--- config.mk ---
export PLATFORM = sky130hd
export DESIGN_NAME = sec_cache_top
export DESIGN_NICKNAME = d
export VERILOG_FILES = /design/src/hdl/sec_cache_pkg.sv /design/src/hdl/req_decode.sv /design/src/hdl/cache_execute.sv /design/src/hdl/resp_result.sv /design/src/hdl/sec_cache_top.sv
export VERILOG_INCLUDE_DIRS = /design/src /design/src/include
export SDC_FILE = /design/constraint.sdc
export NUM_CORES = 1
export LEC_CHECK = 0
export BUFFER_PORTS_ARGS = -buffer_cell sky130_fd_sc_hd__clkbuf_2
export CORE_MARGIN = 2
export CORE_UTILIZATION = 50
export DETAILED_ROUTE_END_ITERATION = 8
export PLACE_DENSITY = 0.71
export SYNTH_ARGS = -nofsm -noshare
export SYNTH_HDL_FRONTEND = slang
export SYNTH_SLANG_ARGS = --single-unit
--- constraint.sdc ---
create_clock -name clk -period 7.5 [get_ports clk]
set_input_delay 0.375 -clock clk [delete_from_list [all_inputs] [get_ports clk]]
set_output_delay 0.375 -clock clk [all_outputs]
set_load 0.01 [all_outputs]
--- src/include/sec_cache_settings.svh ---
`ifndef SEC_CACHE_SETTINGS_SVH
`define SEC_CACHE_SETTINGS_SVH

// Word widths
`define SC_ADDR_W 32
`define SC_DATA_W 32

// Direct-mapped geometry with one word per line
`define SC_INDEX_W 3
`define SC_LINES 8
`define SC_OFFSET_W 2
`define SC_TAG_W (`SC_ADDR_W - `SC_INDEX_W - `SC_OFFSET_W)

// ------------------------------
// Special addresses
// ------------------------------

// Always uncached
`define SC_DIRECT_ADDR 32'h0000_0000
// Boundary register that only the high domain may write
`define SC_CTRL_ADDR 32'h0000_0004
`define SC_RESET_BOUNDARY 32'h0000_c000

`endif

--- src/hdl/sec_cache_pkg.sv ---
`default_nettype none

`include "sec_cache_settings.svh"

package sec_cache_pkg;

	// Request kind on both the processor and memory side
	typedef enum logic {
		req_read  = 1'b0,
		req_write = 1'b1
	} req_type_e;

	// How an accepted request is serviced
	typedef enum logic [1:0] {
		path_direct = 2'd0,
		path_ctrl   = 2'd1,
		path_refuse = 2'd2,
		path_cached = 2'd3
	} path_e;

	// ------------------------------
	// Address word
	// ------------------------------

	// Boundary check reads the whole word, cache lookup reads the fields
	typedef union packed {
		logic [`SC_ADDR_W-1:0] flat;
		struct packed {
			logic [`SC_TAG_W-1:0]    tag;
			logic [`SC_INDEX_W-1:0]  index;
			logic [`SC_OFFSET_W-1:0] offset;
		} fields;
	} cache_addr_u;

endpackage

`default_nettype wire

--- src/hdl/req_decode.sv ---
`timescale 1ns/1ns
`default_nettype none

`include "sec_cache_settings.svh"

module req_decode (
	input  logic                       clk,
	input  logic                       reset,
	input  logic                       req_val,
	output logic                       req_rdy,
	input  sec_cache_pkg::req_type_e   req_type,
	input  logic                       req_domain,
	input  logic [`SC_ADDR_W-1:0]      req_addr,
	input  logic [`SC_DATA_W-1:0]      req_data,
	input  logic [`SC_ADDR_W-1:0]      boundary,
	input  logic                       busy,
	input  logic                       dec_take,
	output logic                       dec_val,
	output sec_cache_pkg::path_e       dec_path,
	output sec_cache_pkg::req_type_e   dec_type,
	output logic                       dec_domain,
	output sec_cache_pkg::cache_addr_u dec_addr,
	output logic [`SC_DATA_W-1:0]      dec_data
);
	import sec_cache_pkg::*;

	// Set from acceptance until the response reaches the result stage
	logic  pend;
	logic  accept;
	path_e req_path;

	assign req_rdy = !pend && !busy;
	assign accept = req_val && req_rdy;

	// ------------------------------
	// Path classification
	// ------------------------------

	always_comb begin
		if (req_addr == `SC_DIRECT_ADDR) begin
			req_path = path_direct;
		end else if (req_addr == `SC_CTRL_ADDR) begin
			// Only the high domain may move the boundary
			req_path = req_domain ? path_ctrl : path_refuse;
		end else if (req_addr >= boundary) begin
			req_path = path_cached;
		end else begin
			req_path = path_direct;
		end
	end

	always_ff @(posedge clk) begin
		if (reset) begin
			pend <= 1'b0;
			dec_val <= 1'b0;
		end else if (accept) begin
			pend <= 1'b1;
			dec_val <= 1'b1;
		end else begin
			if (dec_take)
				dec_val <= 1'b0;
			if (busy)
				pend <= 1'b0;
		end
	end

	always_ff @(posedge clk) begin
		if (accept) begin
			dec_path <= req_path;
			dec_type <= req_type;
			dec_domain <= req_domain;
			dec_addr.flat <= req_addr;
			dec_data <= req_data;
		end
	end

endmodule

`default_nettype wire

--- src/hdl/cache_execute.sv ---
`timescale 1ns/1ns
`default_nettype none

`include "sec_cache_settings.svh"

module cache_execute (
	input  logic                       clk,
	input  logic                       reset,
	input  logic                       dec_val,
	input  sec_cache_pkg::path_e       dec_path,
	input  sec_cache_pkg::req_type_e   dec_type,
	input  logic                       dec_domain,
	input  sec_cache_pkg::cache_addr_u dec_addr,
	input  logic [`SC_DATA_W-1:0]      dec_data,
	output logic                       dec_take,
	output logic [`SC_ADDR_W-1:0]      boundary,
	output logic                       ex_done,
	output logic [`SC_DATA_W-1:0]      ex_data,
	output logic                       ex_domain,
	output logic                       mem_req_val,
	output sec_cache_pkg::req_type_e   mem_req_type,
	output logic                       mem_req_domain,
	output logic [`SC_ADDR_W-1:0]      mem_req_addr,
	output logic [`SC_DATA_W-1:0]      mem_req_data,
	input  logic                       mem_req_rdy,
	input  logic                       mem_resp_val,
	input  logic [`SC_DATA_W-1:0]      mem_resp_data
);
	import sec_cache_pkg::*;

	localparam logic [2:0] st_idle     = 3'd0;
	localparam logic [2:0] st_lookup   = 3'd1;
	localparam logic [2:0] st_mem_req  = 3'd2;
	localparam logic [2:0] st_mem_wait = 3'd3;
	localparam logic [2:0] st_done     = 3'd4;

	logic [2:0] state;
	logic [2:0] next_state;

	// Request being serviced
	path_e                 cur_path;
	req_type_e             cur_type;
	logic                  cur_domain;
	cache_addr_u           cur_addr;
	logic [`SC_DATA_W-1:0] cur_data;
	logic [`SC_DATA_W-1:0] mem_data_q;

	// Line arrays
	logic [`SC_LINES-1:0]  line_valid;
	logic [`SC_LINES-1:0]  line_domain;
	logic [`SC_TAG_W-1:0]  line_tag [`SC_LINES];
	logic [`SC_DATA_W-1:0] line_data [`SC_LINES];

	logic [`SC_INDEX_W-1:0] idx;
	logic                   hit;
	logic                   fast_path;
	logic                   write_hit;
	logic                   fill;
	logic                   ctrl_write;

	assign idx = cur_addr.fields.index;

	// Tag and filling domain must both match
	assign hit = line_valid[idx] && (line_tag[idx] == cur_addr.fields.tag)
		&& (line_domain[idx] == cur_domain);

	// Finished in the lookup cycle without touching memory
	assign fast_path = (cur_path == path_ctrl) || (cur_path == path_refuse)
		|| (cur_path == path_cached && cur_type == req_read && hit);

	assign ctrl_write = (state == st_lookup) && (cur_path == path_ctrl);
	assign write_hit = (state == st_lookup) && (cur_path == path_cached)
		&& (cur_type == req_write) && hit;
	assign fill = (state == st_mem_wait) && mem_resp_val
		&& (cur_path == path_cached) && (cur_type == req_read);

	// ------------------------------
	// Controller
	// ------------------------------

	always_ff @(posedge clk) begin
		if (reset)
			state <= st_idle;
		else
			state <= next_state;
	end

	always_comb begin
		next_state = state;
		case (state)
			st_idle: begin
				if (dec_val)
					next_state = st_lookup;
			end
			st_lookup: begin
				if (fast_path)
					next_state = st_idle;
				else
					next_state = st_mem_req;
			end
			st_mem_req: begin
				if (mem_req_rdy)
					next_state = st_mem_wait;
			end
			// Memory answers at least one cycle after the request transfers
			st_mem_wait: begin
				if (mem_resp_val)
					next_state = st_done;
			end
			st_done: next_state = st_idle;
			default: next_state = st_idle;
		endcase
	end

	assign dec_take = (state == st_idle) && dec_val;

	always_ff @(posedge clk) begin
		if (dec_take) begin
			cur_path <= dec_path;
			cur_type <= dec_type;
			cur_domain <= dec_domain;
			cur_addr <= dec_addr;
			cur_data <= dec_data;
		end
		if (state == st_mem_wait && mem_resp_val)
			mem_data_q <= mem_resp_data;
	end

	// ------------------------------
	// Boundary and cache state
	// ------------------------------

	always_ff @(posedge clk) begin
		if (reset) begin
			boundary <= `SC_RESET_BOUNDARY;
			line_valid <= '0;
		end else if (ctrl_write) begin
			// New boundary flushes every line
			boundary <= cur_data;
			line_valid <= '0;
		end else if (fill) begin
			line_valid[idx] <= 1'b1;
		end
	end

	always_ff @(posedge clk) begin
		if (fill) begin
			line_domain[idx] <= cur_domain;
			line_tag[idx] <= cur_addr.fields.tag;
			line_data[idx] <= mem_resp_data;
		end else if (write_hit) begin
			line_data[idx] <= cur_data;
		end
	end

	// ------------------------------
	// Outputs
	// ------------------------------

	assign ex_done = ((state == st_lookup) && fast_path) || (state == st_done);
	assign ex_domain = cur_domain;

	// Writes, control and refused requests answer zero
	always_comb begin
		ex_data = '0;
		if (cur_type == req_read) begin
			if (state == st_done)
				ex_data = mem_data_q;
			else if (cur_path == path_cached)
				ex_data = line_data[idx];
		end
	end

	assign mem_req_val = (state == st_mem_req);
	assign mem_req_type = cur_type;
	assign mem_req_domain = cur_domain;
	assign mem_req_addr = cur_addr.flat;
	assign mem_req_data = cur_data;

endmodule

`default_nettype wire

--- src/hdl/resp_result.sv ---
`timescale 1ns/1ns
`default_nettype none

`include "sec_cache_settings.svh"

module resp_result (
	input  logic                  clk,
	input  logic                  reset,
	input  logic                  ex_done,
	input  logic [`SC_DATA_W-1:0] ex_data,
	input  logic                  ex_domain,
	input  logic                  resp_rdy,
	output logic                  resp_val,
	output logic                  resp_domain,
	output logic [`SC_DATA_W-1:0] resp_data,
	output logic                  busy
);

	// ------------------------------
	// Response hold
	// ------------------------------

	always_ff @(posedge clk) begin
		if (reset)
			resp_val <= 1'b0;
		else if (ex_done)
			resp_val <= 1'b1;
		else if (resp_rdy)
			resp_val <= 1'b0;
	end

	// Captured once and held stable through back-pressure
	always_ff @(posedge clk) begin
		if (ex_done) begin
			resp_domain <= ex_domain;
			resp_data <= ex_data;
		end
	end

	// Blocks new requests from ex_done until the response leaves
	assign busy = ex_done || resp_val;

endmodule

`default_nettype wire

--- src/hdl/sec_cache_top.sv ---
`timescale 1ns/1ns
`default_nettype none

`include "sec_cache_settings.svh"

module sec_cache_top (
	input  logic                     clk,
	input  logic                     reset,
	// Processor request
	input  logic                     req_val,
	output logic                     req_rdy,
	input  sec_cache_pkg::req_type_e req_type,
	input  logic                     req_domain,
	input  logic [`SC_ADDR_W-1:0]    req_addr,
	input  logic [`SC_DATA_W-1:0]    req_data,
	// Processor response
	output logic                     resp_val,
	input  logic                     resp_rdy,
	output logic                     resp_domain,
	output logic [`SC_DATA_W-1:0]    resp_data,
	// Memory side
	output logic                     mem_req_val,
	input  logic                     mem_req_rdy,
	output sec_cache_pkg::req_type_e mem_req_type,
	output logic                     mem_req_domain,
	output logic [`SC_ADDR_W-1:0]    mem_req_addr,
	output logic [`SC_DATA_W-1:0]    mem_req_data,
	input  logic                     mem_resp_val,
	input  logic [`SC_DATA_W-1:0]    mem_resp_data
);
	import sec_cache_pkg::*;

	logic                  dec_val;
	path_e                 dec_path;
	req_type_e             dec_type;
	logic                  dec_domain;
	cache_addr_u           dec_addr;
	logic [`SC_DATA_W-1:0] dec_data;
	logic                  dec_take;
	logic [`SC_ADDR_W-1:0] boundary;
	logic                  ex_done;
	logic [`SC_DATA_W-1:0] ex_data;
	logic                  ex_domain;
	logic                  busy;

	req_decode u_decode (
		.clk(clk), .reset(reset),
		.req_val(req_val), .req_rdy(req_rdy), .req_type(req_type),
		.req_domain(req_domain), .req_addr(req_addr), .req_data(req_data),
		.boundary(boundary), .busy(busy), .dec_take(dec_take),
		.dec_val(dec_val), .dec_path(dec_path), .dec_type(dec_type),
		.dec_domain(dec_domain), .dec_addr(dec_addr), .dec_data(dec_data)
	);

	cache_execute u_execute (
		.clk(clk), .reset(reset),
		.dec_val(dec_val), .dec_path(dec_path), .dec_type(dec_type),
		.dec_domain(dec_domain), .dec_addr(dec_addr), .dec_data(dec_data),
		.dec_take(dec_take), .boundary(boundary),
		.ex_done(ex_done), .ex_data(ex_data), .ex_domain(ex_domain),
		.mem_req_val(mem_req_val), .mem_req_type(mem_req_type),
		.mem_req_domain(mem_req_domain), .mem_req_addr(mem_req_addr),
		.mem_req_data(mem_req_data), .mem_req_rdy(mem_req_rdy),
		.mem_resp_val(mem_resp_val), .mem_resp_data(mem_resp_data)
	);

	resp_result u_result (
		.clk(clk), .reset(reset),
		.ex_done(ex_done), .ex_data(ex_data), .ex_domain(ex_domain),
		.resp_rdy(resp_rdy), .resp_val(resp_val),
		.resp_domain(resp_domain), .resp_data(resp_data), .busy(busy)
	);

endmodule

`default_nettype wire

Yosys cells after proc, flatten, opt, wreduce, memory -nomap -nowiden
Memory sizes are Yosys's and may differ from the RTL's. A register that Yosys moved wholly into a read port is not among the register bits. Cells that the tools add are included.

Bits in writable memories: 472. Memories kept: 2. Flip-flop bits (word level): 255. Bits of input ports: 104. Word-level logic and storage cells: 101. Output and inout bits: 102.

Equal/unequal tests: 13. Magnitude comparators: 3. Reduce and logical (&&, ||, !) cells: 29. Mux-type cells: 31. Bitwise logic cells: 3.

Memories: u_execute.line_data (depth 8, width 32, rd ports 1, clocked after memory_dff 1, write ports 1, RTL line cache_execute.sv:52) `` logic [`SC_DATA_W-1:0] line_data [`SC_LINES]; ``; u_execute.line_tag (depth 8, width 27, rd ports 1, clocked after memory_dff 1, write ports 1, RTL line cache_execute.sv:51) `` logic [`SC_TAG_W-1:0] line_tag [`SC_LINES]; ``.

Operators with widths (number): 32-bit two-way mux (3); 32-bit by 3-bit == test with 1-bit output, second input constant (1); 32-bit greater-or-equal comparator (1); 32-bit zero test (1); 27-bit == test (1); 1-bit logical AND (16); 3-bit two-way mux (5); 1-bit two-way mux (14); 3-bit case mux with 4 select lines (1); 8-bit bitwise mux (1); 2-bit two-way mux (4); 8-bit OR (1); 1-bit binary-select mux with 3-bit select (2); 3-bit by 2-bit == test with 1-bit output, second input constant (2); 2-bit nonzero test (3); 2-bit == test, second input constant (2); 1-bit logical OR (4); 3-bit by 4-bit < comparator with 1-bit output, second input constant (1); 2-bit inequality test, second input constant (2); 1-bit demux with 3-bit select (1); 3-bit by 1-bit == test with 1-bit output, second input constant (1); 3-bit == test, second input constant (1); 3-bit by 1-bit greater-or-equal comparator with 1-bit output, second input constant (1); 3-bit zero test (1); 8 further kinds (9).

Logic depth before layout (Yosys ltp)
Gate-level depths: netlist (run 1).

Word-level depth: 13. Gate-level depth with buffers: 12. Depth with buffers taken out: 10.

Cells and area by module
Synthesis (run 1) repeated with hierarchy kept, for this count alone.

Cell total of the unflattened synthesis: 1486. Area, all modules: 28362.2 um2.

Modules (own cells, without submodules): cache_execute (instances 1, seq. area each 18337.6 um2, cells each 1245, area an instance 24275.8 um2); req_decode (instances 1, seq. area each 2082.0 um2, cells each 203, area an instance 3050.4 um2); resp_result (instances 1, seq. area each 1011.0 um2, cells each 38, area an instance 1036.0 um2).

Least setup slack after synthesis (run 1)
No wires, ideal clock.

Path kind: flip-flop to flip-flop. Start: reg with a tool-made name. End: reg u_decode.dec_addr[0] in the netlist's numbering (enable). Stages on the path, launching flop included: 10. Path slack: 1.898 ns. Arrival time: 5.107 ns. Library setup time: 0.495 ns. Required time: 7.005 ns. Buffers on the path: 2. Period minus slack after synthesis: 5.602 ns. Cells stage by stage: dfxtp_1 buf_1 clkbuf_1 mux2i_1 xnor2_1 nor4_1 nand4_1 nor4_2 a31o_2 nor2_1.

RTL lines: end, declared (RTL line req_decode.sv:22) `output sec_cache_pkg::cache_addr_u dec_addr,`.

==> results.py, run 1 <==
metrics = {
    "run_status": {
        "status": "finished, final reports clean",
    },
    "synthesis": {
        "ys_seq_area_share_pct": 76.1,
        "synthAdderAreaFrac_pct": 1.51,
        "syn_nets": 1613,
        "synth_xor_area_share_pct": 0.560,
        "synthCells": 1475,
        "synth_cell_types": 48,
        "ys_seq_elements": 730,
        "yosys.area_share.simple_pct": 3.72,
        "synth_ff_type": "edfxtp_1",
        "synth-compound-area-share_pct": 4.02,
        "ys_warn_count": 0,
        "syn-cell-area_um2": 28200,
        "async_reset_ff_share_pct": 0,
        "synth_top_family_by_area": "multiplexers",
        "synth_edf_count": 681,
        "synthMuxAreaShare_pct": 12.4,
        "syn_avg_cell_area_um2": 19.1,
    },
    "job": {
        "max-cap-violations": 0,
    },
    "cts": {
        "clock_latency_ps": 610,
        "cts.sinks": 730,
        "post_cts_resized": 0,
        "cts_root_buffer": "clkbuf_16",
        "htreeDepth": 3,
        "cts_tree": "done",
        "cts_buffer_depth": 3,
        "clk_pin_slew_ps": 60,
        "cts-buffers-inserted": 75,
    },
    "setup_path": {
        "start_kind": "flop",
        "endpoint_kind": "output port",
        "worstPathArrival_ps": 5470,
        "worstPathRequired_ps": 7120,
        "critPathKind": "flop to output port",
        "rr_worst_depth": 11,
        "r2r-end": "u_decode.dec_addr[2]$_DFFE_PP_",
        "cp_max_fo": 51,
        "worst-r2r-setup-slack_ps": 2010,
    },
    "drt": {
        "drt_iter0_markers": 1430,
        "num_vias": 15100,
        "wl_um": 66100,
        "drc": 0,
        "drtPass1Iterations": 5,
        "detail_route.wl_per_cell_um": 25.4,
        "postRouteAntennaNets": 0,
        "vias_per_cell": 5.80,
    },
    "sta": {
        "hold_viol": 0,
        "setup_violations": 0,
        "period_share_pct": 78.0,
        "fin_skew_ps": 31.7,
        "rsz0062_at_grt": "false",
        "holdWs_ps": 27.5,
        "timing.slew.headroom_pct": 15.1,
        "report.final.slew_viol_count": 0,
        "max_freq_mhz": 171,
        "period_needed_ps": 5850,
        "worst_pin_slew_ps": 1270,
        "finalSetupTns_ps": 0,
        "setup_ws_ps": 1650,
    },
    "placed_design": {
        "hpwl_um": 40200,
        "port-buffer-count": 205,
        "gp_congestion": 0.802,
        "dp_slack_ps": 2110,
    },
    "floorplanning": {
        "top_level_ports": 206,
        "core_area_um2": 55400,
        "die_w_um": 241,
        "die_y_um": 241,
        "initial_core_util_pct": 50.8,
        "die_area_um2": 58200,
        "rows": 86,
    },
    "grt": {
        "grt_pass1_vias": 15600,
        "grt_usage_pct": 23.1,
        "grt_max_degree": 65,
        "grt_pass1_wl_um": 97900,
        "antenna_found_initial": 1,
        "grt_overflow": 0,
    },
    "layout": {
        "drive_gt1_share_pct": 28.0,
        "layout_common_cells": "edfxtp_1 (681), clkbuf_2 (205), mux4_2 (100)",
        "fillers": 3906,
        "multi_input_area_um2": 6390,
        "layout_commonest_cell": "edfxtp_1",
        "nets": 1934,
        "register_area_um2": 21400,
        "flow.area_growth_from_synthesis_pct": 18.5,
    },
    "min_path": {
        "min_path_type": "input port to flop",
        "whs_endpoint": "u_execute.mem_data_q[2]$_DFFE_PP_",
        "min-delay-start": "mem_resp_data[2]",
        "min_path_cells": 1,
    },
    "power": {
        "vdd.ir_drop.worst_uv": 168,
        "total_power_uw": 9020,
        "p_per_area_nw_per_um2": 271,
        "p_leak_uw": 0.0112,
    },
}
-- routing by layer --
| layer | vias up | track usage [%] | part of all wire (%) |
|---|---|---|---|
| met2 | 624 | 38.3 | 50 |
| met3 | 111 | 3.77 | 6.7 |
| met5 | - | 0 | 0 |
| met1 | 7817 | 31.6 | 41 |
| li1 | 6550 | - | - |
| met4 | 0 | 7.59 | 2.8 |
-- Yosys cell counts, drive strengths merged, types with 9 or more instances --
cell | number | area, um2
a22oi | 32 | 240
nor3 | 12 | 60.1
a21oi | 34 | 170
nand4 | 11 | 68.8
ha | 34 | 425
a22o | 10 | 87.6
a21o | 18 | 135
o21ai | 9 | 45.0
a211oi | 22 | 165
nor2b | 20 | 125
mux2i | 40 | 400
xnor2 | 16 | 140
o21a | 10 | 75.1
nand2 | 82 | 308
nor4 | 22 | 144
nor2 | 46 | 173
mux2 | 75 | 845
mux4 | 100 | 2250
buf | 31 | 191
edfxtp | 681 | 20400
dfxtp | 49 | 981
clkbuf | 36 | 135
inv | 37 | 139
-- worst max-delay path by stage --
stage          start                                   end  slack (ps)  cells past startpoint
2_1_floorplan   flop        u_decode.dec_addr[0]$_DFFE_PP_        1900                      9
3_3_place_gp    flop  u_execute.line_data[0][15]$_DFFE_PP_        2220                     11
3_5_place_dp    flop       u_decode.dec_addr[11]$_DFFE_PP_        2110                     11
4_1_cts         flop                               req_rdy        1650                     11
5_1_grt         flop                               req_rdy        1350                     11
6_report        flop                               req_rdy        1650                     11
-- state kept, by name, summed over array words and instances (netlist names), 32 cells and up, named ones only --
register and flops:
u_decode.dec_addr 32, u_decode.dec_data 32, u_execute.boundary 32, u_execute.line_data 256, u_execute.line_tag 216, u_execute.mem_data_q 32, u_execute.mem_req_addr 32, u_execute.mem_req_data 32
u_result.resp_data 32
-- what timing repair did --
| item | in CTS | in global routing |
|---|---|---|
| hold buffers | 73 | 0 |
| endpoints found under the hold margin | 73 | 0 |
| setup endpoints to repair | 0 | 0 |
| setup buffers | 0 | 0 |
-- cells by family after synthesis --
group                    after synthesis
adder cells (fa/ha/maj)               34
flip-flops                           730
multiplexers                         215
XOR/XNOR                              18
AO/OA/AOI/OAI                        156
AND/OR/NAND/NOR                      218
buffers and inverters                104
-- report_power, final --
part	switching (uW)	internal [uW]	leakage, uW	total (uW)
combinational	358	327	0.00345	685
sequential	118	4550	0.00656	4670
clock	1530	2140	0.00119	3670
-- stage by stage --
step | instance area, um2 | std cells | util (%)
6_report | 33400 | 2605 | 60.2
5_1_grt | 33400 | 2605 | 60.2
4_1_cts | 33300 | 2604 | 60.2
3_5_place_dp | 30200 | 2394 | 54.5
3_3_place_gp | 30200 | 2394 | 54.5
2_1_floorplan | 28200 | 1475 | -
-- worst max-delay path, stage by stage (launching register included) --
cell	delay [ps]
dfxtp_4	870
buf_4	430
mux4_2	540
mux2i_1	220
xnor2_1	110
nor4_1	470
nand2_1	180
nor4_2	610
a31o_2	760
buf_4	420
nor3_1	80
clkbuf_2	140
-- layout make-up --
cell class                 instances  area share [%]
inverter                          37           0.416
clock inverter                    43            1.23
timing repair buffer             311            6.01
sequential                       730            64.3
tap                              748            2.81
antenna                            1         0.00750
clock buffer                      94            6.09
multi-input combinational        641            19.2
Power figures use the tool's default switching activity.
==> run 2: changes to the inputs <==
Clock period 7.5 ns to 5.5 ns, I/O delays scaled along.
==> results.py, run 2 (synthesis results as in run 1) <==
metrics = {
    "run_status": {
        "status": "finished, final reports clean",
    },
    "placed_design": {
        "dp_slack_ps": 672,
        "hpwl_um": 39600,
        "placed_cells": 2399,
        "gp_congestion": 0.805,
        "port-buffer-count": 205,
    },
    "grt": {
        "grt_overflow": 0,
        "grt_max_degree": 65,
        "grt_usage_pct": 22.6,
        "grt_pass1_wl_um": 95300,
        "antenna_found_initial": 1,
        "grt_pass1_vias": 15600,
    },
    "floorplanning": {
        "die_w_um": 241,
        "die_area_um2": 58200,
        "die_y_um": 241,
        "core_area_um2": 55400,
        "rows": 86,
        "initial_core_util_pct": 50.8,
        "top_level_ports": 206,
    },
    "sta": {
        "rsz0062_at_grt": "false",
        "holdWs_ps": 46.4,
        "fin_skew_ps": 26.2,
        "setup_violations": 0,
        "timing.slew.headroom_pct": 27.4,
        "period_needed_ps": 4890,
        "setup_ws_ps": 608,
        "hold_viol": 0,
        "worst_pin_slew_ps": 1090,
        "finalSetupTns_ps": 0,
        "period_share_pct": 88.9,
        "report.final.slew_viol_count": 0,
        "max_freq_mhz": 204,
    },
    "power": {
        "power_frac_comb_pct": 8.0,
        "internal-power_uw": 9510,
        "power.switching_uw": 2670,
        "swShare_pct": 22.0,
        "power.sequential.fraction_pct": 52.1,
        "p_per_area_nw_per_um2": 363,
        "vdd.ir_drop.worst_uv": 227,
        "p_leak_uw": 0.0113,
        "clkPwrFrac_pct": 39.9,
    },
    "drt": {
        "drtPass1Iterations": 6,
        "drc": 0,
        "wl_um": 64100,
        "vias_per_cell": 5.70,
        "postRouteAntennaNets": 0,
        "detail_route.wl_per_cell_um": 24.4,
        "num_vias": 15000,
        "drt_iter0_markers": 1492,
    },
    "cts": {
        "cts_buffer_depth": 3,
        "cts_setup_buffers": 0,
        "post_cts_resized": 0,
        "cts.sinks": 730,
        "clk_pin_slew_ps": 60,
        "cts_tree": "done",
        "cts-buffers-inserted": 74,
        "cts_hold_buf": 99,
        "clock_latency_ps": 610,
        "cts_root_buffer": "clkbuf_16",
        "htreeDepth": 3,
    },
    "layout": {
        "flow.area_growth_from_synthesis_pct": 19.2,
        "fillers": 3914,
        "regMostFlops": "u_execute.line_data",
        "reg_top3": "u_execute.line_data: 256 flops, u_execute.line_tag: 216 flops",
        "layout_common_cells": "edfxtp_1 (681), clkbuf_2 (205), mux4_2 (100)",
        "largest_reg_flops": 256,
        "drive_gt1_share_pct": 27.3,
        "layout_commonest_cell": "edfxtp_1",
        "nets": 1964,
        "fin_cells": 2633,
    },
    "setup_path": {
        "endpoint_kind": "output port",
        "worstPathArrival_ps": 4620,
        "cp_max_fo": 37,
        "worstPathRequired_ps": 5220,
        "critPathKind": "flop to output port",
        "start_kind": "flop",
    },
    "min_path": {
        "min_path_type": "input port to flop",
    },
    "job": {
        "max-cap-violations": 0,
    },
}
[run 2: cell count changes in the layout (fill, tap and decap cells not counted), sizes merged]
cell         delta
clkbuf         +10
bufinv          -1
buf             +5
clkinvlp        -2
dlygate4sd3    +26
clkinv         -11
inv             +1
[run 2: final timing paths]
path         slack [ps]                      startpoint                             endpoint  cells after the start
min reg2reg         410  u_decode.dec_addr[7]$_DFFE_PP_  u_execute.mem_req_addr[7]$_DFFE_PP_                      0
min                  50                    req_addr[13]      u_decode.dec_addr[13]$_DFFE_PP_                      1
max                 610                            flop                              req_rdy                     11
max reg2reg         720                            flop  u_execute.line_data[1][9]$_DFFE_PP_                     11
[run 2: cell type report]
class                      instances  area [um2]  share of cell area [%]
tap                              748         936                    2.79
clock inverter                    30         292                   0.868
timing repair buffer             342        2330                    6.93
clock buffer                     104        2050                    6.10
inverter                          37         139                   0.414
multi-input combinational        641        6390                    19.0
sequential                       730       21400                    63.9
antenna                            1        2.50                 0.00745
[run 2: worst max-delay path: stages, from the launching register on]
cell      delay, ps
dfxtp_2         720
buf_4           320
mux4_2          320
mux2i_1         180
xnor2_1          90
nor4_1          670
nand4_1         190
nor4_2          440
a31o_2          280
buf_4           510
nor3_1          100
clkbuf_2        160
[run 2: through the flow]
| stage | power, uW | util, % | area [um2] |
|---|---|---|---|
| CTS | 12300 | 60.6 | 33600 |
| detailed placement | 7390 | 54.6 | 30200 |
| global placement | 7370 | 54.6 | 30200 |
| finish | 12200 | 60.6 | 33600 |
| floorplan | 7040 | - | 28200 |
| global route | 12600 | 60.6 | 33600 |
[run 2: power groups by stage]
stage | clock network (uW) | logic [uW] | registers [uW]
6_report | 4860 | 971 | 6350
4_1_cts | 4950 | 977 | 6360
3_3_place_gp | 0 | 902 | 6470
5_1_grt | 5160 | 1050 | 6370
2_1_floorplan | 0 | 638 | 6400
3_5_place_dp | 0 | 914 | 6480
[run 2: routing by layer]
layer	track usage (%)	share of wire, %	vias to the layer above
met2	36.3	49	541
met4	10.1	3.8	2
met3	3.99	6.1	123
li1	-	-	6607
met1	30.4	41	7731
met5	0	0.019	-
==> run 3: changes to the inputs <==
Settings changed: MAX_ROUTING_LAYER set to met4.
==> results.py, run 3 (synthesis results as in run 1) <==
metrics = {
    "run_status": {
        "status": "finished, final reports clean",
    },
    "drt": {
        "drt_iter0_markers": 1335,
        "postRouteAntennaNets": 0,
        "vias_per_cell": 5.73,
        "num_vias": 15100,
        "drtPass1Iterations": 5,
        "detail_route.wl_per_cell_um": 24.3,
        "drc": 0,
        "wl_um": 64100,
    },
    "floorplanning": {
        "top_level_ports": 206,
        "die_w_um": 241,
        "die_y_um": 241,
        "initial_core_util_pct": 50.8,
        "die_area_um2": 58200,
        "rows": 86,
        "core_area_um2": 55400,
    },
    "power": {
        "total_power_uw": 12200,
        "p_leak_uw": 0.0113,
        "power_frac_comb_pct": 8.0,
        "power.sequential.fraction_pct": 52.1,
        "internal-power_uw": 9510,
        "clkPwrFrac_pct": 39.9,
        "power.switching_uw": 2670,
        "p_per_area_nw_per_um2": 363,
        "vdd.ir_drop.worst_uv": 227,
        "swShare_pct": 21.9,
    },
    "setup_path": {
        "cp_slowest_stage_delay_ps": 720,
        "start_kind": "flop",
        "path_common_cell": "buf_4",
        "worstPathArrival_ps": 4650,
        "cp_max_fo": 37,
        "critPathKind": "flop to output port",
        "worstPathRequired_ps": 5220,
        "slowest_stage": "dfxtp_2",
        "path_cells": "buf_4, mux4_2, mux2i_1, xnor2_1, nor4_1, nand4_1, nor4_2, a31o_2, buf_4, nor3_1, clkbuf_2",
        "endpoint_kind": "output port",
    },
    "sta": {
        "finalSetupTns_ps": 0,
        "max_freq_mhz": 203,
        "period_share_pct": 89.5,
        "timing.slew.headroom_pct": 28.5,
        "report.final.slew_viol_count": 0,
        "period_needed_ps": 4920,
        "setup_violations": 0,
        "fin_skew_ps": 29.9,
        "hold_viol": 0,
        "worst_pin_slew_ps": 1070,
        "rsz0062_at_grt": "false",
    },
    "cts": {
        "cts.sinks": 730,
        "cts-buffers-inserted": 74,
        "cts_root_buffer": "clkbuf_16",
        "cts_tree": "done",
        "clk_pin_slew_ps": 60,
        "clock_latency_ps": 620,
        "post_cts_resized": 0,
        "cts_buffer_depth": 3,
        "htreeDepth": 3,
    },
    "min_path": {
        "min-delay-start": "req_addr[13]",
        "min_path_type": "input port to flop",
    },
    "placed_design": {
        "hpwl_um": 39600,
        "placed_area_um2": 30200,
        "port-buffer-count": 205,
        "gp_congestion": 0.817,
    },
    "layout": {
        "nets": 1964,
        "layout_common_cells": "edfxtp_1 (681), clkbuf_2 (205), mux4_2 (100)",
        "fin_area_um2": 33600,
        "largest_reg_flops": 256,
        "reg_top3": "u_execute.line_data: 256 flops, u_execute.line_tag: 216 flops",
        "regMostFlops": "u_execute.line_data",
        "fillers": 3915,
        "drive_gt1_share_pct": 27.3,
        "flow.area_growth_from_synthesis_pct": 19.3,
        "layout_commonest_cell": "edfxtp_1",
    },
    "grt": {
        "antenna_found_initial": 1,
        "grt_pass1_vias": 15500,
        "grt_pass1_wl_um": 95400,
        "grt_max_degree": 65,
        "grt_usage_pct": 23.3,
        "grt_overflow": 0,
    },
    "job": {
        "max-cap-violations": 0,
    },
}
run 3: cell types whose count changed in the layout (fill, tap and decap cells not counted), sizes merged:
cell,before,now
diode,1,3
run 3: worst paths after layout:
kind / endpoint / slack [ps] / cells after the start
hold reg to reg: u_execute.mem_req_addr[7]$_DFFE_PP_ / 410 / 0
setup / recovery: req_rdy / 580 / 11
hold / removal: u_decode.dec_addr[13]$_DFFE_PP_ / 40 / 1
setup reg to reg: u_execute.line_data[1][9]$_DFFE_PP_ / 700 / 11
run 3: through the flow:
stage / util [%] / hold WS [ps] / worst slack (ps) / std cells
3_5_place_dp: 54.6 / 405 / 672 / 2399
3_3_place_gp: 54.6 / 401 / 764 / 2399
4_1_cts: 60.6 / 2.44 / 463 / 2632
6_report: 60.6 / 42.1 / 580 / 2635
2_1_floorplan: - / 374 / 125 / 1475
5_1_grt: 60.6 / 3.84 / 296 / 2633
run 3: final cells by class:
| type | instances | area, um2 | share of cell area (%) |
|---|---|---|---|
| Clock inverter | 30 | 292 | 0.868 |
| Inverter | 37 | 139 | 0.414 |
| Multi-Input combinational cell | 641 | 6390 | 19.0 |
| Antenna cell | 3 | 7.51 | 0.0224 |
| Tap cell | 748 | 936 | 2.79 |
| Sequential cell | 730 | 21400 | 63.9 |
| Clock buffer | 104 | 2050 | 6.10 |
| Timing Repair Buffer | 342 | 2330 | 6.93 |
run 3: timing repair:
| action | in CTS | in global routing |
|---|---|---|
| hold endpoints to repair | 100 | 0 |
| hold buffers | 99 | 0 |
| setup buffers | 0 | 0 |
run 3: layer usage:
| layer | vias up | GRT usage [%] | wire length [um] |
|---|---|---|---|
| met2 | 563 | 36.3 | 31300 |
| met1 | 7797 | 30.6 | 26500 |
| li1 | 6607 | - | - |
| met5 | - | - | 0 |
| met4 | 0 | 10.1 | 2490 |
| met3 | 137 | 3.78 | 3900 |
run 3: power groups by stage:
| stage | combinational, uW | sequential, uW | clock [uW] |
|---|---|---|---|
| after detailed placement | 914 | 6480 | 0 |
| after global routing | 1050 | 6370 | 5160 |
| after CTS | 977 | 6360 | 4950 |
| after global placement | 902 | 6470 | 0 |
| final | 971 | 6350 | 4860 |
| after floorplan | 638 | 6400 | 0 |
run 3: critical path, delay by kind of cell, from the launching register on:
family,cells,cell delay [ps]
compound gates,1,280
mux,2,500
buf+inv,3,990
flops,1,720
xor+xnor,1,90
simple gates,4,1410
